## config.mk

```make
export PLATFORM = sky130hd
export DESIGN_NAME = pipe_ctrl_top
export DESIGN_NICKNAME = d
export VERILOG_FILES = /design/src/common/pipe_ctrl_pkg.sv /design/src/common/stage_status_if.sv /design/src/hazard_unit/hazard_ctrl.sv /design/src/hazard_unit/hazard_detect.sv /design/src/hazard_unit/trap_report.sv /design/src/source/insn_queue.sv /design/src/source/pipe_ctrl_top.sv
export SDC_FILE = /design/constraint.sdc
export NUM_CORES = 1
export LEC_CHECK = 0
export ABC_CLOCK_PERIOD_IN_PS = 3500
export BUFFER_PORTS_ARGS = -buffer_cell sky130_fd_sc_hd__buf_2
export CAP_MARGIN = 20
export CORE_MARGIN = 2
export CORE_UTILIZATION = 26
export DETAILED_ROUTE_END_ITERATION = 16
export HOLD_SLACK_MARGIN = 0.08
export PLACE_DENSITY = 0.53
export REMOVE_ABC_BUFFERS = 1
export SKIP_CTS_REPAIR_TIMING = 1
export SLEW_MARGIN = 20
export SYNTH_ARGS = -nofsm -noshare
export SYNTH_HDL_FRONTEND = slang
export SYNTH_SLANG_ARGS = --single-unit
```

## constraint.sdc

```tcl
create_clock -name CLK -period 3.5 [get_ports CLK]
set_clock_uncertainty 0.1 [all_clocks]
set_input_delay 0.7 -clock CLK [delete_from_list [all_inputs] [get_ports CLK]]
set_output_delay 0.7 -clock CLK [all_outputs]
set_load 0.01 [all_outputs]
```

## src/common/pipe_ctrl_pkg.sv

```systemverilog
// pipeline control package with shared widths, decoded-entry layout and trap cause codes
package pipe_ctrl_pkg;

    localparam int QUEUE_DEPTH_DEFAULT = 4; // decoded-insn slots, power of two

    typedef logic [31:0] word_t;    // data or address word
    typedef logic [4:0]  regidx_t;  // x0 is hardwired zero
    typedef logic [4:0]  vregidx_t; // v0..v31

    // one decoded instruction waiting for execute
    typedef struct packed {
        word_t    pc;
        regidx_t  rs1;
        regidx_t  rs2;
        regidx_t  rd;
        logic     reg_write;   // writes rd
        logic     is_load;
        logic     is_csr_read;
        logic     is_vsetvl;   // blocks decode until execute retires it
        vregidx_t vs1;
        vregidx_t vs2;
        vregidx_t vd;
        logic     vs1_used;
        logic     vs2_used;
        logic     vreg_write;  // writes vd
    } queue_entry_t;

    // mcause numbering, listed highest priority first
    // code 0 reused as "no trap", insn misalignment is caught before the queue
    typedef enum logic [3:0] {
        cause_none        = 4'd0,
        cause_fault_load  = 4'd5,
        cause_mal_load    = 4'd4,
        cause_fault_store = 4'd7,
        cause_mal_store   = 4'd6,
        cause_illegal     = 4'd2,
        cause_breakpoint  = 4'd3,
        cause_env_call    = 4'd11
    } trap_cause_t;

endpackage

```

## src/common/stage_status_if.sv

```systemverilog
// stage status bundle carrying execute and memory stage state into the hazard logic
`timescale 1ns/1ns

interface stage_status_if import pipe_ctrl_pkg::*; ();

    // execute stage
    word_t   ex_pc;
    logic    ex_valid;
    logic    ex_jump;
    logic    ex_branch;
    logic    ex_mispredict;    // resolved branch disagrees with prediction
    logic    ex_busy;          // multicycle op in flight
    logic    ex_vsetvl_done;   // vsetvl retired, vl/vtype now valid

    // memory stage
    logic    m_valid;
    word_t   m_pc;
    regidx_t m_rd;
    logic    m_reg_write;
    logic    m_dren;           // load
    logic    m_dwen;           // store
    logic    m_csr_read;
    logic    d_mem_busy;       // dcache not ready

    // exception flags from execute and memory
    logic    fault_l, mal_l, fault_s, mal_s;
    logic    illegal_insn, breakpoint, env;

    modport detect (
        input ex_valid, ex_jump, ex_branch, ex_mispredict,
        input m_valid, m_rd, m_reg_write, m_dren, m_dwen, m_csr_read, d_mem_busy
    );

    modport ctrl (input ex_busy, ex_vsetvl_done);

    modport trap (
        input ex_pc, m_pc,
        input fault_l, mal_l, fault_s, mal_s, illegal_insn, breakpoint, env
    );

endinterface

```

## src/hazard_unit/hazard_ctrl.sv

```systemverilog
// stall and flush arbitration, turns detected hazards into pipeline controls
`timescale 1ns/1ns

module hazard_ctrl (
    input  logic            CLK,
    input  logic            nRST,
    stage_status_if.ctrl    status,
    input  logic            mem_use,
    input  logic            vreg_conflict,
    input  logic            branch_jump,
    input  logic            exception,
    input  logic            wait_dmem,
    input  logic            queue_full,
    input  logic            queue_wen,      // accepted decode write
    input  logic            wr_is_vsetvl,   // that write is a vsetvl
    output logic            npc_sel,
    output logic            stall_decode,
    output logic            flush_queue,
    output logic            stall_queue,
    output logic            ex_mem_stall,
    output logic            ex_mem_flush,
    output logic            suppress_data
);

    logic vsetvl_stall; // vsetvl issued, vl/vtype not yet known

    assign npc_sel       = branch_jump;            // take redirect target
    assign flush_queue   = exception || branch_jump; // control hazards
    assign suppress_data = exception;              // keep faulting access off the bus

    // decode holds on a full queue or pending vsetvl, never while flushing
    assign stall_decode = (queue_full || vsetvl_stall) && !flush_queue;

    // mem stage cannot advance
    assign ex_mem_stall = wait_dmem || vreg_conflict;

    // stall of a later stage stalls the head as well
    // busy execute yields to control hazards so the redirect is not lost
    assign stall_queue = ex_mem_stall
                       || (status.ex_busy && !flush_queue)
                       || mem_use;

    // bubble into mem whenever head is held but mem moves on
    assign ex_mem_flush = flush_queue || (stall_queue && !ex_mem_stall);

    always_ff @(posedge CLK, negedge nRST) begin
        if (!nRST) begin
            vsetvl_stall <= 1'b0;
        end else if (flush_queue) begin
            vsetvl_stall <= 1'b0;          // vsetvl squashed
        end else if (status.ex_vsetvl_done) begin
            vsetvl_stall <= 1'b0;          // vl/vtype settled
        end else if (queue_wen && wr_is_vsetvl) begin
            vsetvl_stall <= 1'b1;
        end
    end

    // decode and flush are exclusive so a squashed slot is never refilled
    assert property (@(posedge CLK) disable iff (!nRST) !(stall_decode && flush_queue))
        else $error("stall_decode together with flush_queue");

    assert property (@(posedge CLK) disable iff (!nRST) npc_sel |-> flush_queue)
        else $error("redirect without queue flush");

endmodule

```

## src/hazard_unit/hazard_detect.sv

```systemverilog
// hazard detection for the queue head, load-use, vector register and control hazards
`timescale 1ns/1ns

module hazard_detect import pipe_ctrl_pkg::*; (
    input  queue_entry_t         head,
    input  logic                 head_valid,
    stage_status_if.detect       status,
    input  logic                 exception,     // from trap_report
    output logic                 mem_use,
    output logic                 vreg_conflict,
    output logic                 branch_jump,
    output logic                 wait_dmem
);

    logic rs1_match, rs2_match;
    logic cannot_forward;
    logic dmem_access;
    logic vs1_clash, vs2_clash;

    // x0 never creates a dependency
    assign rs1_match = (head.rs1 == status.m_rd) && (status.m_rd != '0);
    assign rs2_match = (head.rs2 == status.m_rd) && (status.m_rd != '0);

    // load data and csr reads only exist at the end of mem
    assign cannot_forward = status.m_dren || status.m_csr_read;

    assign mem_use = head_valid && status.m_valid && status.m_reg_write
                   && cannot_forward && (rs1_match || rs2_match);

    // vd overlapping a live source of the same insn
    assign vs1_clash = head.vs1_used && (head.vd == head.vs1);
    assign vs2_clash = head.vs2_used && (head.vd == head.vs2);

    assign vreg_conflict = head_valid && head.vreg_write && (vs1_clash || vs2_clash);

    // redirect on jumps and on wrongly predicted branches only
    assign branch_jump = status.ex_valid
                       && (status.ex_jump || (status.ex_branch && status.ex_mispredict));

    assign dmem_access = status.m_dren || status.m_dwen;

    // faulting access is suppressed, so no point waiting on it
    assign wait_dmem = dmem_access && status.d_mem_busy && !exception;

endmodule

```

## src/hazard_unit/trap_report.sv

```systemverilog
// trap reporting, picks the highest priority exception and registers cause and epc
`timescale 1ns/1ns

module trap_report import pipe_ctrl_pkg::*; (
    input  logic            CLK,
    input  logic            nRST,
    stage_status_if.trap    status,
    output logic            exception,     // any flag this cycle
    output logic            trap_valid,
    output trap_cause_t     trap_cause,
    output word_t           trap_epc
);

    trap_cause_t cause_next;
    logic        mem_cause;  // raised by the memory stage
    word_t       epc_next;

    // fixed priority, memory faults first
    always_comb begin
        cause_next = cause_none;
        if (status.fault_l)           cause_next = cause_fault_load;
        else if (status.mal_l)        cause_next = cause_mal_load;
        else if (status.fault_s)      cause_next = cause_fault_store;
        else if (status.mal_s)        cause_next = cause_mal_store;
        else if (status.illegal_insn) cause_next = cause_illegal;
        else if (status.breakpoint)   cause_next = cause_breakpoint;
        else if (status.env)          cause_next = cause_env_call;
    end

    assign exception = (cause_next != cause_none);
    assign mem_cause = status.fault_l || status.mal_l || status.fault_s || status.mal_s;
    assign epc_next  = mem_cause ? status.m_pc : status.ex_pc; // oldest faulting insn

    always_ff @(posedge CLK, negedge nRST) begin
        if (!nRST) begin
            trap_valid <= 1'b0;
            trap_cause <= cause_none;
        end else begin
            trap_valid <= exception;
            trap_cause <= cause_next;
        end
    end

    always_ff @(posedge CLK) begin
        trap_epc <= epc_next; // payload, qualified by trap_valid
    end

    assert property (@(posedge CLK) disable iff (!nRST) trap_valid |-> trap_cause != cause_none)
        else $error("trap_valid with no cause");

endmodule

```

## src/source/insn_queue.sv

```systemverilog
// decoded instruction queue, circular FIFO between decode and execute with flush
`timescale 1ns/1ns

module insn_queue import pipe_ctrl_pkg::*; #(
    parameter int QUEUE_DEPTH = QUEUE_DEPTH_DEFAULT
) (
    input  logic         CLK,
    input  logic         nRST,
    input  logic         wr_en,      // decode push
    input  queue_entry_t wr_entry,
    input  logic         flush,      // drop everything at next edge
    input  logic         stall,      // execute not taking head
    output logic         full,
    output logic         head_valid,
    output queue_entry_t head
);

    localparam int PTR_W = $clog2(QUEUE_DEPTH);
    localparam int CNT_W = PTR_W + 1; // holds 0..QUEUE_DEPTH

    queue_entry_t mem [QUEUE_DEPTH]; // payload only

    logic [PTR_W-1:0] wr_ptr, rd_ptr;
    logic [CNT_W-1:0] count;
    logic push, pop;

    assign full       = (count == CNT_W'(QUEUE_DEPTH));
    assign head_valid = (count != '0);
    assign head       = mem[rd_ptr];

    // flush wins over a same-cycle write
    assign push = wr_en && !flush && !full;
    assign pop  = head_valid && !stall && !flush;

    always_ff @(posedge CLK) begin
        if (push) mem[wr_ptr] <= wr_entry;
    end

    always_ff @(posedge CLK, negedge nRST) begin
        if (!nRST) begin
            wr_ptr <= '0;
            rd_ptr <= '0;
            count  <= '0;
        end else if (flush) begin
            wr_ptr <= '0;   // back to empty
            rd_ptr <= '0;
            count  <= '0;
        end else begin
            if (push) wr_ptr <= wr_ptr + 1'b1; // wraps, depth is a power of two
            if (pop)  rd_ptr <= rd_ptr + 1'b1;
            case ({push, pop})
                2'b10:   count <= count + 1'b1;
                2'b01:   count <= count - 1'b1;
                default: count <= count;       // idle or push+pop
            endcase
        end
    end

    // decode must honour stall_decode while the queue is full
    assert property (@(posedge CLK) disable iff (!nRST) !(wr_en && full && !flush))
        else $error("insn_queue write while full");

endmodule

```

## src/source/pipe_ctrl_top.sv

```systemverilog
// pipeline control top, decoded-insn queue with hazard, stall/flush and trap logic
`timescale 1ns/1ns

module pipe_ctrl_top import pipe_ctrl_pkg::*; #(
    parameter int QUEUE_DEPTH = QUEUE_DEPTH_DEFAULT
) (
    input  logic        CLK,
    input  logic        nRST,
    // decode
    input  logic        dec_valid,
    input  word_t       dec_pc,
    input  regidx_t     dec_rs1,
    input  regidx_t     dec_rs2,
    input  regidx_t     dec_rd,
    input  logic        dec_reg_write,
    input  logic        dec_is_load,
    input  logic        dec_is_csr_read,
    input  logic        dec_is_vsetvl,
    input  vregidx_t    dec_vs1,
    input  vregidx_t    dec_vs2,
    input  vregidx_t    dec_vd,
    input  logic        dec_vs1_used,
    input  logic        dec_vs2_used,
    input  logic        dec_vreg_write,
    // execute status
    input  word_t       ex_pc,
    input  logic        ex_valid,
    input  logic        ex_jump,
    input  logic        ex_branch,
    input  logic        ex_mispredict,
    input  logic        ex_busy,
    input  logic        ex_vsetvl_done,
    // memory status
    input  logic        m_valid,
    input  word_t       m_pc,
    input  regidx_t     m_rd,
    input  logic        m_reg_write,
    input  logic        m_dren,
    input  logic        m_dwen,
    input  logic        m_csr_read,
    input  logic        d_mem_busy,
    // exception flags
    input  logic        fault_l,
    input  logic        mal_l,
    input  logic        fault_s,
    input  logic        mal_s,
    input  logic        illegal_insn,
    input  logic        breakpoint,
    input  logic        env,
    // head of queue toward execute
    output logic        head_valid,
    output word_t       head_pc,
    output regidx_t     head_rs1,
    output regidx_t     head_rs2,
    output regidx_t     head_rd,
    // controls
    output logic        npc_sel,
    output logic        stall_decode,
    output logic        flush_queue,
    output logic        stall_queue,
    output logic        ex_mem_stall,
    output logic        ex_mem_flush,
    output logic        suppress_data,
    // trap record
    output logic        trap_valid,
    output trap_cause_t trap_cause,
    output word_t       trap_epc
);

    stage_status_if status_if ();

    queue_entry_t dec_entry, head;
    logic queue_wen, queue_full;
    logic mem_use, vreg_conflict, branch_jump, exception, wait_dmem;

    assign dec_entry = '{
        pc: dec_pc, rs1: dec_rs1, rs2: dec_rs2, rd: dec_rd,
        reg_write: dec_reg_write, is_load: dec_is_load,
        is_csr_read: dec_is_csr_read, is_vsetvl: dec_is_vsetvl,
        vs1: dec_vs1, vs2: dec_vs2, vd: dec_vd,
        vs1_used: dec_vs1_used, vs2_used: dec_vs2_used, vreg_write: dec_vreg_write
    };

    assign queue_wen = dec_valid && !stall_decode; // decode handshake

    // stage status onto the bundle
    assign status_if.ex_pc          = ex_pc;
    assign status_if.ex_valid       = ex_valid;
    assign status_if.ex_jump        = ex_jump;
    assign status_if.ex_branch      = ex_branch;
    assign status_if.ex_mispredict  = ex_mispredict;
    assign status_if.ex_busy        = ex_busy;
    assign status_if.ex_vsetvl_done = ex_vsetvl_done;
    assign status_if.m_valid        = m_valid;
    assign status_if.m_pc           = m_pc;
    assign status_if.m_rd           = m_rd;
    assign status_if.m_reg_write    = m_reg_write;
    assign status_if.m_dren         = m_dren;
    assign status_if.m_dwen         = m_dwen;
    assign status_if.m_csr_read     = m_csr_read;
    assign status_if.d_mem_busy     = d_mem_busy;
    assign status_if.fault_l        = fault_l;
    assign status_if.mal_l          = mal_l;
    assign status_if.fault_s        = fault_s;
    assign status_if.mal_s          = mal_s;
    assign status_if.illegal_insn   = illegal_insn;
    assign status_if.breakpoint     = breakpoint;
    assign status_if.env            = env;

    assign head_pc  = head.pc;
    assign head_rs1 = head.rs1;
    assign head_rs2 = head.rs2;
    assign head_rd  = head.rd;

    insn_queue #(.QUEUE_DEPTH(QUEUE_DEPTH)) u_queue (
        .CLK, .nRST,
        .wr_en(queue_wen), .wr_entry(dec_entry),
        .flush(flush_queue), .stall(stall_queue),
        .full(queue_full), .head_valid, .head
    );

    hazard_detect u_detect (
        .head, .head_valid, .status(status_if.detect), .exception,
        .mem_use, .vreg_conflict, .branch_jump, .wait_dmem
    );

    hazard_ctrl u_ctrl (
        .CLK, .nRST, .status(status_if.ctrl),
        .mem_use, .vreg_conflict, .branch_jump, .exception, .wait_dmem,
        .queue_full, .queue_wen, .wr_is_vsetvl(dec_is_vsetvl),
        .npc_sel, .stall_decode, .flush_queue, .stall_queue,
        .ex_mem_stall, .ex_mem_flush, .suppress_data
    );

    trap_report u_trap (
        .CLK, .nRST, .status(status_if.trap),
        .exception, .trap_valid, .trap_cause, .trap_epc
    );

endmodule

```

==> flow_summary.json, run 1 <==
{
  "outcome": "finished with violations",
  "violations": "setup timing",
  "slew_violations": 0,
  "syn-instance-count": 534,
  "routabilityCongestion": 0.7976,
  "via_per_inst": 4.164,
  "path_clk_slew_ns": 0.06,
  "regToRegSetupSlack_ns": 0.09,
  "setup_ws_ns": -0.1900,
  "final_util_pct": 34.17,
  "clock.fmax_ghz": 0.2710,
  "io_buffers": 248,
  "cts_root_buf": "clkbuf_16",
  "worstSetupEndpointType": "primary output",
  "ys_types": 43,
  "yosysWarnings": 0,
  "cp.required_ns": 2.70,
  "r2r_cells": 14,
  "die_x_um": 214.6,
  "firstDrtPassIters": 4,
  "p_leak_nw": 5.296,
  "vias": 6092,
  "cts_sinks": 305,
  "pwr_density_cell_nw_per_um2": 514.1,
  "tightest_slew_ns": 0.5874,
  "regToRegEndpoint": "u_queue.count[2]",
  "h-tree-depth": 2,
  "area_growth_pct": 30.44,
  "maxSlewHeadroom_pct": 60.43,
  "clock_latency_ns": 0.54,
  "hold_violations": 0,
  "grt_max_degree": 34,
  "ys.flop_type": "edfxtp_1",
  "drt_iter0_drc": 271,
  "worstPathMaxFanout": 10,
  "min-delay-start": "ex_vsetvl_done",
  "antenna_found_initial": 6,
  "drt.antenna.violating_nets": 0,
  "min_path_type": "in2reg",
  "gr-total-overflow": 0,
  "die_area_um2": 46070,
  "p_total_mw": 7.736,
  "grt_usage_pct": 11.22,
  "syn_area_um2": 11530,
  "num_io_pins": 252,
  "coreArea_um2": 44030,
  "cts_tree": "yes",
  "drive_gt1_share_pct": 51.21,
  "whs_path_depth": 2,
  "nFillCells": 4191,
  "fin_crit_sh_pct": 105.4,
  "maxCapViolations": 0,
  "whs_endpoint": "u_ctrl.vsetvl_stall",
  "grt_pass1_vias": 6410,
  "synth-seq-cells": 305,
  "routed_wl_um": 26360,
  "rows": 77,
  "cp-start-kind": "flop",
  "fin_nets": 1007,
  "cts_buffers": 36,
  "async_reset_ff_share_pct": 4.262,
  "die_y_um": 214.6,
  "vdd_ir_drop_max_v": 0.0003657,
  "ys_seq_area_share_pct": 76.06,
  "crit_arrival_ns": 2.89,
  "synth_edf_count": 260,
  "setup-violations-final": 3,
  "dpl.hpwl_um": 17070,
  "syn_avg_cell_area_um2": 21.60,
  "r2r_start": "u_queue.rd_ptr[0]",
  "clockBufferDepth": 3,
  "routedWlPerCell_um": 18.02,
  "period_needed_ns": 3.690,
  "initial_core_util_pct": 26.20,
  "rsz0062_at_grt": "true",
  "drcViolationCount": 0,
  "grt_pass1_wl_um": 38940,
  "crit_type": "reg2out"
}
## cells in the final DEF, fill, tap and decap left out, drive strengths merged, types with 2 or more instances in the layout
cell type,netlist,final
a21oi,7,7
and2,2,2
and3,4,4
buf,13,289
bufinv,0,2
clkbuf,8,42
clkinv,1,17
dfrtp,13,13
dfxtp,32,32
diode,0,4
edfxtp,260,260
ha,5,5
inv,6,9
mux2,32,32
mux2i,15,15
mux4,61,61
nand2,3,3
nand3,4,4
nand4,6,6
nor2,11,11
nor3,5,5
nor4,2,2
nor4b,2,2
o21ai,2,2
or2,2,2
xnor2,19,19
xor2,9,9
## flip-flops by register name, indices dropped and copies added, names as in the netlist
register and count:
u_ctrl.vsetvl_stall 1, u_queue.count 3, u_queue.mem 260, u_queue.rd_ptr 2
u_queue.wr_ptr 2, u_trap.trap_cause 4, u_trap.trap_epc 32, u_trap.trap_valid 1
## worst max-delay path, cell delays in order, from the launching register on
cell     delay, ns
dfrtp_4       0.46
buf_12        0.17
mux4_2        0.57
xnor2_2       0.22
nand4_1       0.15
o22a_2        0.32
a311o_1       0.32
buf_2         0.16
## synthesized netlist by cell type (all sizes together), types with 2 or more instances
cell      n  area, µm²
xnor2    19      166.4
o21ai     2      13.76
or2       2      12.52
mux2     32      360.4
nand2     3      11.26
xor2      9      78.83
dfrtp    13      325.3
mux4     61       1423
nand3     4      20.02
nor2     11      41.29
a21oi     7      35.03
nor4b     2      17.52
buf      13      102.6
nor3      5      25.02
ha        5      62.56
inv       6      22.52
nand4     6      37.54
edfxtp  260       7807
dfxtp    32      640.6
nor4      2      18.77
mux2i    15      150.1
and2      2      12.51
and3      4      25.02
clkbuf    8      30.03
## final cells by class
cell class / count / area (µm²) / area share (%)
Clock inverter: 22 / 168.9 / 1.123
Antenna cell: 4 / 10.01 / 0.06653
Timing Repair Buffer: 290 / 1750 / 11.63
Sequential cell: 305 / 8781 / 58.36
Inverter: 7 / 26.28 / 0.1746
Clock buffer: 42 / 944.7 / 6.279
Tap cell: 592 / 740.7 / 4.923
Multi-Input combinational cell: 201 / 2624 / 17.44
## stage by stage
| stage | std cells | worst slack, ns | cell area, µm² | TNS [ns] | hold WS, ns |
|---|---|---|---|---|---|
| after CTS | 1452 | -0.6646 | 14920 | -2.134 | -0.06392 |
| final | 1463 | -0.1900 | 15050 | -0.4677 | 0.2292 |
| after floorplan | 513 | -2.384 | 11400 | -664.09 | 0.3044 |
| after global placement | 1388 | -0.2066 | 13810 | -0.5142 | 0.4333 |
| after global routing | 1459 | -0.3116 | 15040 | -0.8737 | 0.2026 |
| after detailed placement | 1388 | -0.2256 | 13810 | -0.5796 | 0.4456 |
## worst max path at each step
stage	from	endpoint	slack, ns	cells past startpoint
finish	u_queue.rd_ptr[0]	ex_mem_flush	-0.19	7
global route	u_queue.rd_ptr[0]	stall_queue	-0.31	10
CTS	u_queue.rd_ptr[0]	stall_queue	-0.66	9
detailed placement	u_queue.rd_ptr[0]	u_queue.count[2]	-0.23	15
global placement	u_queue.rd_ptr[0]	u_queue.count[2]	-0.21	15
floorplan	fault_l	u_queue.mem[0][0]	-2.38	4
## per-layer routing
| metal | wire length (µm) | part of all wire [%] | vias up | track usage (%) |
|---|---|---|---|---|
| met5 | 0 | 0 | - | 0 |
| met4 | 621 | 2.4 | 0 | 4.444 |
| met3 | 1657 | 6.3 | 34 | 3.220 |
| met2 | 12710 | 48 | 163 | 18.14 |
| met1 | 11370 | 43 | 3100 | 14.23 |
| li1 | - | - | 2795 | - |
## logic make-up (layout without fill, tap and decap cells)
logic type / Yosys count / count (layout) / synth area share [%]
and+or+nand+nor: 43 / 43 / 2.039
adders and majority gates: 6 / 6 / 0.7159
xor gates and xnor gates: 28 / 28 / 2.126
AOI/OAI and AO/OA: 16 / 16 / 0.9221
DFF: 305 / 305 / 76.06
buffers and inverters: 28 / 361 / 1.377
muxes: 108 / 108 / 16.76
other: 0 / 4 / 0
## report_power, final
part | leakage, nW | internal [mW] | total, mW | switching [mW]
clock network | 0.550 | 2.09 | 3.55 | 1.46
registers | 2.77 | 3.97 | 3.97 | 0.00587
logic | 1.98 | 0.110 | 0.216 | 0.106
Note: power is estimated with default switching activity, not from simulation.
==> run 2, diff against run 1 <==
--- a/config.mk
+++ b/config.mk
@@ -14,6 +14,7 @@
 export HOLD_SLACK_MARGIN = 0.08
 export PLACE_DENSITY = 0.53
 export REMOVE_ABC_BUFFERS = 1
+export SETUP_SLACK_MARGIN = 0.5
 export SKIP_CTS_REPAIR_TIMING = 1
 export SLEW_MARGIN = 20
 export SYNTH_ARGS = -nofsm -noshare
==> run 2 against run 1 <==
Against the previous run:
- the flow still finishes with violations (setup timing)
- clock-buffer cell count is the same
- sequential cell count unchanged
- worst hold slack improved by 0.0033 ns
- critical endpoint unchanged
- largest cell class unchanged
- highest routed layer unchanged
==> flow_summary.json, run 2 (synthesis results as in run 1) <==
{
  "cp-start-kind": "flop",
  "dpl.hpwl_um": 17070,
  "drt_iter0_drc": 278,
  "firstDrtPassIters": 4,
  "min_path_type": "in2reg",
  "gr-max-usage-layer": "met2",
  "cts_tree": "yes",
  "area_growth_pct": 31.44,
  "routed_wl_um": 26420,
  "initial_core_util_pct": 26.20,
  "maxCapViolations": 0,
  "vias": 6124,
  "fin_crit_sh_pct": 105.5,
  "antenna_found_initial": 6,
  "routedWlPerCell_um": 18.00,
  "pwr-share-clk_pct": 45.8,
  "final_common_cell": "edfxtp_1",
  "p_sw_mw": 1.572,
  "worstPathMaxFanout": 10,
  "grtUsageMet3_pct": 3.220,
  "coreArea_um2": 44030,
  "cts_root_buf": "clkbuf_16",
  "grt_max_degree": 34,
  "violations": "setup timing",
  "p_sw_share_pct": 20.33,
  "holdWs_ns": 0.2325,
  "clock.fmax_ghz": 0.2707,
  "slew_violations": 0,
  "p_leak_nw": 5.336,
  "path_clk_slew_ns": 0.06,
  "via_per_inst": 4.172,
  "worstSetupEndpointType": "primary output",
  "power.internal_mw": 6.162,
  "maxSlewHeadroom_pct": 61.32,
  "clockBufferDepth": 3,
  "drt.antenna.violating_nets": 0,
  "p_comb_share_pct": 2.8,
  "use_met1_pct": 14.23,
  "setup-violations-final": 3,
  "h-tree-depth": 2,
  "drive_gt1_share_pct": 51.83,
  "grt_usage_pct": 11.22,
  "gr-total-overflow": 0,
  "tightest_slew_ns": 0.5742,
  "rsz0062_at_grt": "true",
  "seqPwrFrac_pct": 51.4,
  "crit_arrival_ns": 2.89,
  "outcome": "finished with violations",
  "cts_buffers": 36,
  "grt_pass1_wl_um": 38940,
  "globalRouteMet2Util_pct": 18.14,
  "die_y_um": 214.6,
  "fin_nets": 1012,
  "clock_latency_ns": 0.54,
  "die_x_um": 214.6,
  "setup_ws_ns": -0.1938,
  "grt_pass1_vias": 6410,
  "cp.required_ns": 2.70,
  "routabilityCongestion": 0.7976,
  "pwr_density_cell_nw_per_um2": 510.1,
  "largest_reg_flops": 260,
  "hold_violations": 0,
  "regMostFlops": "u_queue.mem",
  "period_needed_ns": 3.694,
  "io_buffers": 248,
  "vdd_ir_drop_max_v": 0.0003659,
  "rows": 77,
  "pre_cts_ws_ns": -0.2256,
  "die_area_um2": 46070,
  "drcViolationCount": 0,
  "final_cell_mix": "260 x edfxtp_1, 247 x buf_2, 56 x mux4_2",
  "crit_type": "reg2out",
  "cts_sinks": 305,
  "largestRegisters": "u_queue.mem (260), u_trap.trap_epc (32), u_trap.trap_cause (4)",
  "num_io_pins": 252
}
-- run 2: changes by cell type in the layout (fill, tap and decap cells not counted), sizes merged --
cell,change
clkinv,-1
clkinvlp,+1
buf,+5
-- run 2: final timing paths --
| path | from | endpoint | slack [ns] | depth (start not counted) |
|---|---|---|---|---|
| worst min-delay path | ex_vsetvl_done | u_ctrl.vsetvl_stall | 0.23 | 2 |
| worst min register to register | u_ctrl.vsetvl_stall | u_ctrl.vsetvl_stall | 0.46 | 2 |
| worst max register to register | u_queue.rd_ptr[0] | u_queue.count[2] | 0.04 | 15 |
| min in group asynchronous | nRST | u_queue.count[1] | 0.51 | 2 |
| worst max-delay path | u_queue.rd_ptr[0] | ex_mem_flush | -0.19 | 7 |
| max in group asynchronous | nRST | u_queue.rd_ptr[1] | 2.52 | 2 |
-- run 2: per-stage QoR --
stage | power (mW) | cell area (µm²) | cells | util (%) | TNS, ns
6_report | 7.734 | 15160 | 1468 | 34.43 | -0.4830
5_1_grt | 8.013 | 15150 | 1464 | 34.41 | -0.8867
4_1_cts | 7.858 | 14920 | 1452 | 33.89 | -2.134
3_5_place_dp | 4.264 | 13810 | 1388 | 31.36 | -0.5796
3_3_place_gp | 4.258 | 13810 | 1388 | 31.36 | -0.5142
2_1_floorplan | 4.106 | 11400 | 513 | - | -664.09
-- run 2: power groups by stage --
stage          logic, mW  registers, mW  clock network (mW)
2_1_floorplan     0.0419           4.06                   0
3_3_place_gp       0.210           4.05                   0
3_5_place_dp       0.217           4.05                   0
4_1_cts            0.217           3.97                3.67
5_1_grt            0.240           3.97                3.80
6_report           0.219           3.97                3.54
-- run 2: layer usage --
| layer | part of all wire (%) | wire, µm |
|---|---|---|
| met2 | 48 | 12750 |
| met5 | 0 | 0 |
| met1 | 44 | 11530 |
| met3 | 5.8 | 1520 |
| met4 | 2.3 | 620 |
-- run 2: layout make-up --
type | instances | area, µm²
fill | 4190 | 28870
sequential | 305 | 8781
multi-input combinational | 201 | 2658
timing repair buffer | 295 | 1823
clock buffer | 42 | 944.7
tap | 592 | 740.7
clock inverter | 22 | 168.9
inverter | 7 | 35.03
antenna | 4 | 10.01
-- run 2: worst max-delay path, stage by stage (launching register included) --
cell     delay [ns]
dfrtp_4        0.46
buf_8          0.19
mux4_1         0.60
xnor2_1        0.18
nand4_1        0.14
o22a_2         0.32
a311o_1        0.31
buf_2          0.16
==> run 3, diff against run 2 <==
--- a/config.mk
+++ b/config.mk
@@ -5,6 +5,7 @@
 export SDC_FILE = /design/constraint.sdc
 export NUM_CORES = 1
 export LEC_CHECK = 0
+export ABC_AREA = 1
 export ABC_CLOCK_PERIOD_IN_PS = 3500
 export BUFFER_PORTS_ARGS = -buffer_cell sky130_fd_sc_hd__buf_2
 export CAP_MARGIN = 20
==> run 3 against run 2 <==
Against the previous run:
- the flow now finishes without violations
- clock-buffer cell count rose by 3
- critical path type unchanged
- combinational power barely moved
- cell area rose by 8.2%
- sequential cell count did not move
- worst hold slack got worse by 0.0098 ns
- die area rose by 6.0%
- non-clock buffer count rose by 15
- sequential share of layout area fell by 4.4 points
- critical endpoint unchanged
- core utilization rose by 0.79 points
- sequential power barely moved
- cell count rose by 37%
==> flow_summary.json, run 3 <==
{
  "via_per_inst": 4.354,
  "clock.fmax_ghz": 0.3036,
  "min-delay-start": "ex_vsetvl_done",
  "cp-start-kind": "flop",
  "fin_nets": 1547,
  "largestRegisters": "u_queue.mem (260), u_trap.trap_epc (32), u_trap.trap_cause (4)",
  "drt_iter0_drc": 428,
  "cts_buffers": 36,
  "pwr-share-clk_pct": 46.7,
  "yosysWarnings": 0,
  "final_cell_mix": "300 x nand2_1, 260 x edfxtp_1, 245 x buf_2",
  "whs_endpoint": "u_ctrl.vsetvl_stall",
  "cts_root_buf": "clkbuf_16",
  "cts_tree": "yes",
  "holdWs_ns": 0.2227,
  "setup-violations-final": 0,
  "async_reset_ff_share_pct": 4.262,
  "min_path_type": "in2reg",
  "crit_type": "reg2out",
  "ys_types": 34,
  "final_common_cell": "nand2_1",
  "ys_seq_area_share_pct": 71.67,
  "largest_reg_flops": 260,
  "firstDrtPassIters": 6,
  "slew_violations": 0,
  "yosys.area.top_type_share_pct": 63.78,
  "p_leak_nw": 6.743,
  "r2r_start": "u_queue.rd_ptr[0]",
  "dpl.hpwl_um": 19980,
  "vias": 8787,
  "p_comb_share_pct": 2.8,
  "io_buffers": 248,
  "synth_edf_count": 260,
  "grt_pass1_vias": 8574,
  "area_growth_pct": 33.96,
  "drive_gt1_share_pct": 31.18,
  "rsz0062_at_grt": "true",
  "crit_arrival_ns": 2.49,
  "routabilityCongestion": 0.8151,
  "path_clk_slew_ns": 0.06,
  "synth-seq-cells": 305,
  "initial_core_util_pct": 26.29,
  "pwr_density_cell_nw_per_um2": 479.9,
  "h-tree-depth": 2,
  "synth_common_cells": "332 x nand2_1, 260 x edfxtp_1, 116 x nor2_1, 82 x o21ai_0, 68 x nand3_1",
  "grt_pass1_wl_um": 49440,
  "crit_chain": "buf_12, clkbuf_16, nand2_4, nand2_1, nand2_1, nand2_2, nand2_1, nand2_1, nor2_2, nand3_2, nand2_4, nand2_4, nand2_4, o21ai_1, buf_2",
  "worstSetupEndpointType": "primary output",
  "maxCapViolations": 0,
  "cp.required_ns": 2.70,
  "routed_wl_um": 34370,
  "worstPathMaxFanout": 8,
  "hold_violations": 0,
  "power.internal_mw": 6.299,
  "regToRegEndpoint": "u_queue.count[2]",
  "tightest_slew_ns": 0.9279,
  "drcViolationCount": 0,
  "num_io_pins": 252,
  "rows": 79,
  "vdd_ir_drop_max_v": 0.0003351,
  "p_sw_share_pct": 19.97,
  "p_sw_mw": 1.572,
  "grt_usage_pct": 13.03,
  "outcome": "finished, final reports clean",
  "synth_top_cell_by_area": "edfxtp_1",
  "crit_slowest_cell": "dfrtp_4",
  "period_needed_ns": 3.294,
  "syn_area_um2": 12240,
  "syn-instance-count": 1083,
  "whs_path_depth": 2,
  "seqPwrFrac_pct": 50.5,
  "regToRegSetupSlack_ns": 0.35,
  "drt.antenna.violating_nets": 0,
  "syn_avg_cell_area_um2": 11.30,
  "regMostFlops": "u_queue.mem",
  "die_x_um": 221.0,
  "cts_sinks": 305,
  "clockBufferDepth": 3,
  "ys.flop_type": "edfxtp_1",
  "synthMostInstantiatedCell": "nand2_1",
  "routedWlPerCell_um": 17.03,
  "grt_max_degree": 78,
  "max_stage_delay_ns": 0.57,
  "fin_crit_sh_pct": 94.10,
  "r2r_cells": 21,
  "gr-total-overflow": 0,
  "clock_latency_ns": 0.53,
  "fin_cells": 2018,
  "dpl.cell_count": 1911,
  "synth.top_cells.by_area": "edfxtp_1 64%, nand2_1 10%, dfxtp_1 5.2%",
  "maxSlewHeadroom_pct": 38.07,
  "die_y_um": 221.0,
  "antenna_found_initial": 6,
  "die_area_um2": 48830,
  "coreArea_um2": 46560
}
-- run 3: cell count changes after synthesis, sizes merged, moves of 46 or more --
cell   delta
nor2    +106
nand2   +332
mux4     -61
o21ai    +81
nand3    +67
inv      +46
-- run 3: area by class of cell --
cell class | instances | area (µm²)
well taps | 607 | 759.5
fillers | 4579 | 30160
diodes | 3 | 7.507
clock buffers | 45 | 955.9
repair inverters | 2 | 25.02
flip-flops and latches | 305 | 8781
inverters | 52 | 215.2
repair buffers | 310 | 2208
multi-input cells | 674 | 3249
clock inverters | 20 | 197.7
-- run 3: kinds of logic (layout without fill, tap and decap cells) --
kind of cell | after synthesis | count (layout) | share of synthesized area, %
buffers and inverters | 104 | 429 | 4.037
and+or+nand+nor | 532 | 532 | 17.48
xor gates and xnor gates | 4 | 4 | 0.2862
DFF | 305 | 305 | 71.67
AOI/OAI and AO/OA | 132 | 132 | 5.857
other | 0 | 3 | 0
adders and majority gates | 6 | 6 | 0.6746
-- run 3: through the flow --
stage	instance area, µm²	power [mW]	setup TNS (ns)	util (%)	setup slack, ns
after floorplan	11950	4.107	-535.79	-	-1.891
after global placement	14300	4.263	0	30.71	0.2212
after detailed placement	14300	4.269	0	30.71	0.1771
after CTS	15450	7.994	-0.06186	33.19	-0.04228
after global routing	16400	8.165	0	35.22	0.08510
final	16400	7.871	0	35.23	0.2065
-- run 3: worst max-delay path by stage --
stage | slack, ns | to | start | cells after the start
CTS | -0.04 | ex_mem_flush | u_queue.rd_ptr[1] | 13
global route | 0.09 | ex_mem_flush | u_queue.rd_ptr[0] | 14
detailed placement | 0.18 | u_queue.count[2] | fault_l | 15
floorplan | -1.89 | u_queue.mem[0][0] | fault_l | 7
finish | 0.21 | ex_mem_flush | u_queue.rd_ptr[0] | 15
global placement | 0.22 | u_queue.count[2] | u_queue.rd_ptr[0] | 18
-- run 3: power by group through the flow --
stage / clock [mW] / sequential [mW] / combinational (mW)
global placement: 0 / 4.05 / 0.213
CTS: 3.80 / 3.97 / 0.220
global route: 3.95 / 3.97 / 0.245
floorplan: 0 / 4.07 / 0.0403
detailed placement: 0 / 4.05 / 0.220
finish: 3.68 / 3.97 / 0.221
-- run 3: critical path, delay by kind of cell (launching register included) --
family | cells | cell delay [ns]
AOI/OAI and AO/OA | 1 | 0.05
and+or+nand+nor | 11 | 0.84
buffers and inverters | 3 | 0.49
DFF | 1 | 0.57
-- run 3: per-layer routing --
layer	share of wire (%)	GRT usage, %	wire length (µm)	up-vias
li1	-	-	-	4330
met1	42	15.35	14420	4205
met2	50	22.75	17250	179
met3	4.8	2.988	1648	67
met4	3.0	5.564	1015	6
met5	0.12	0	41	-
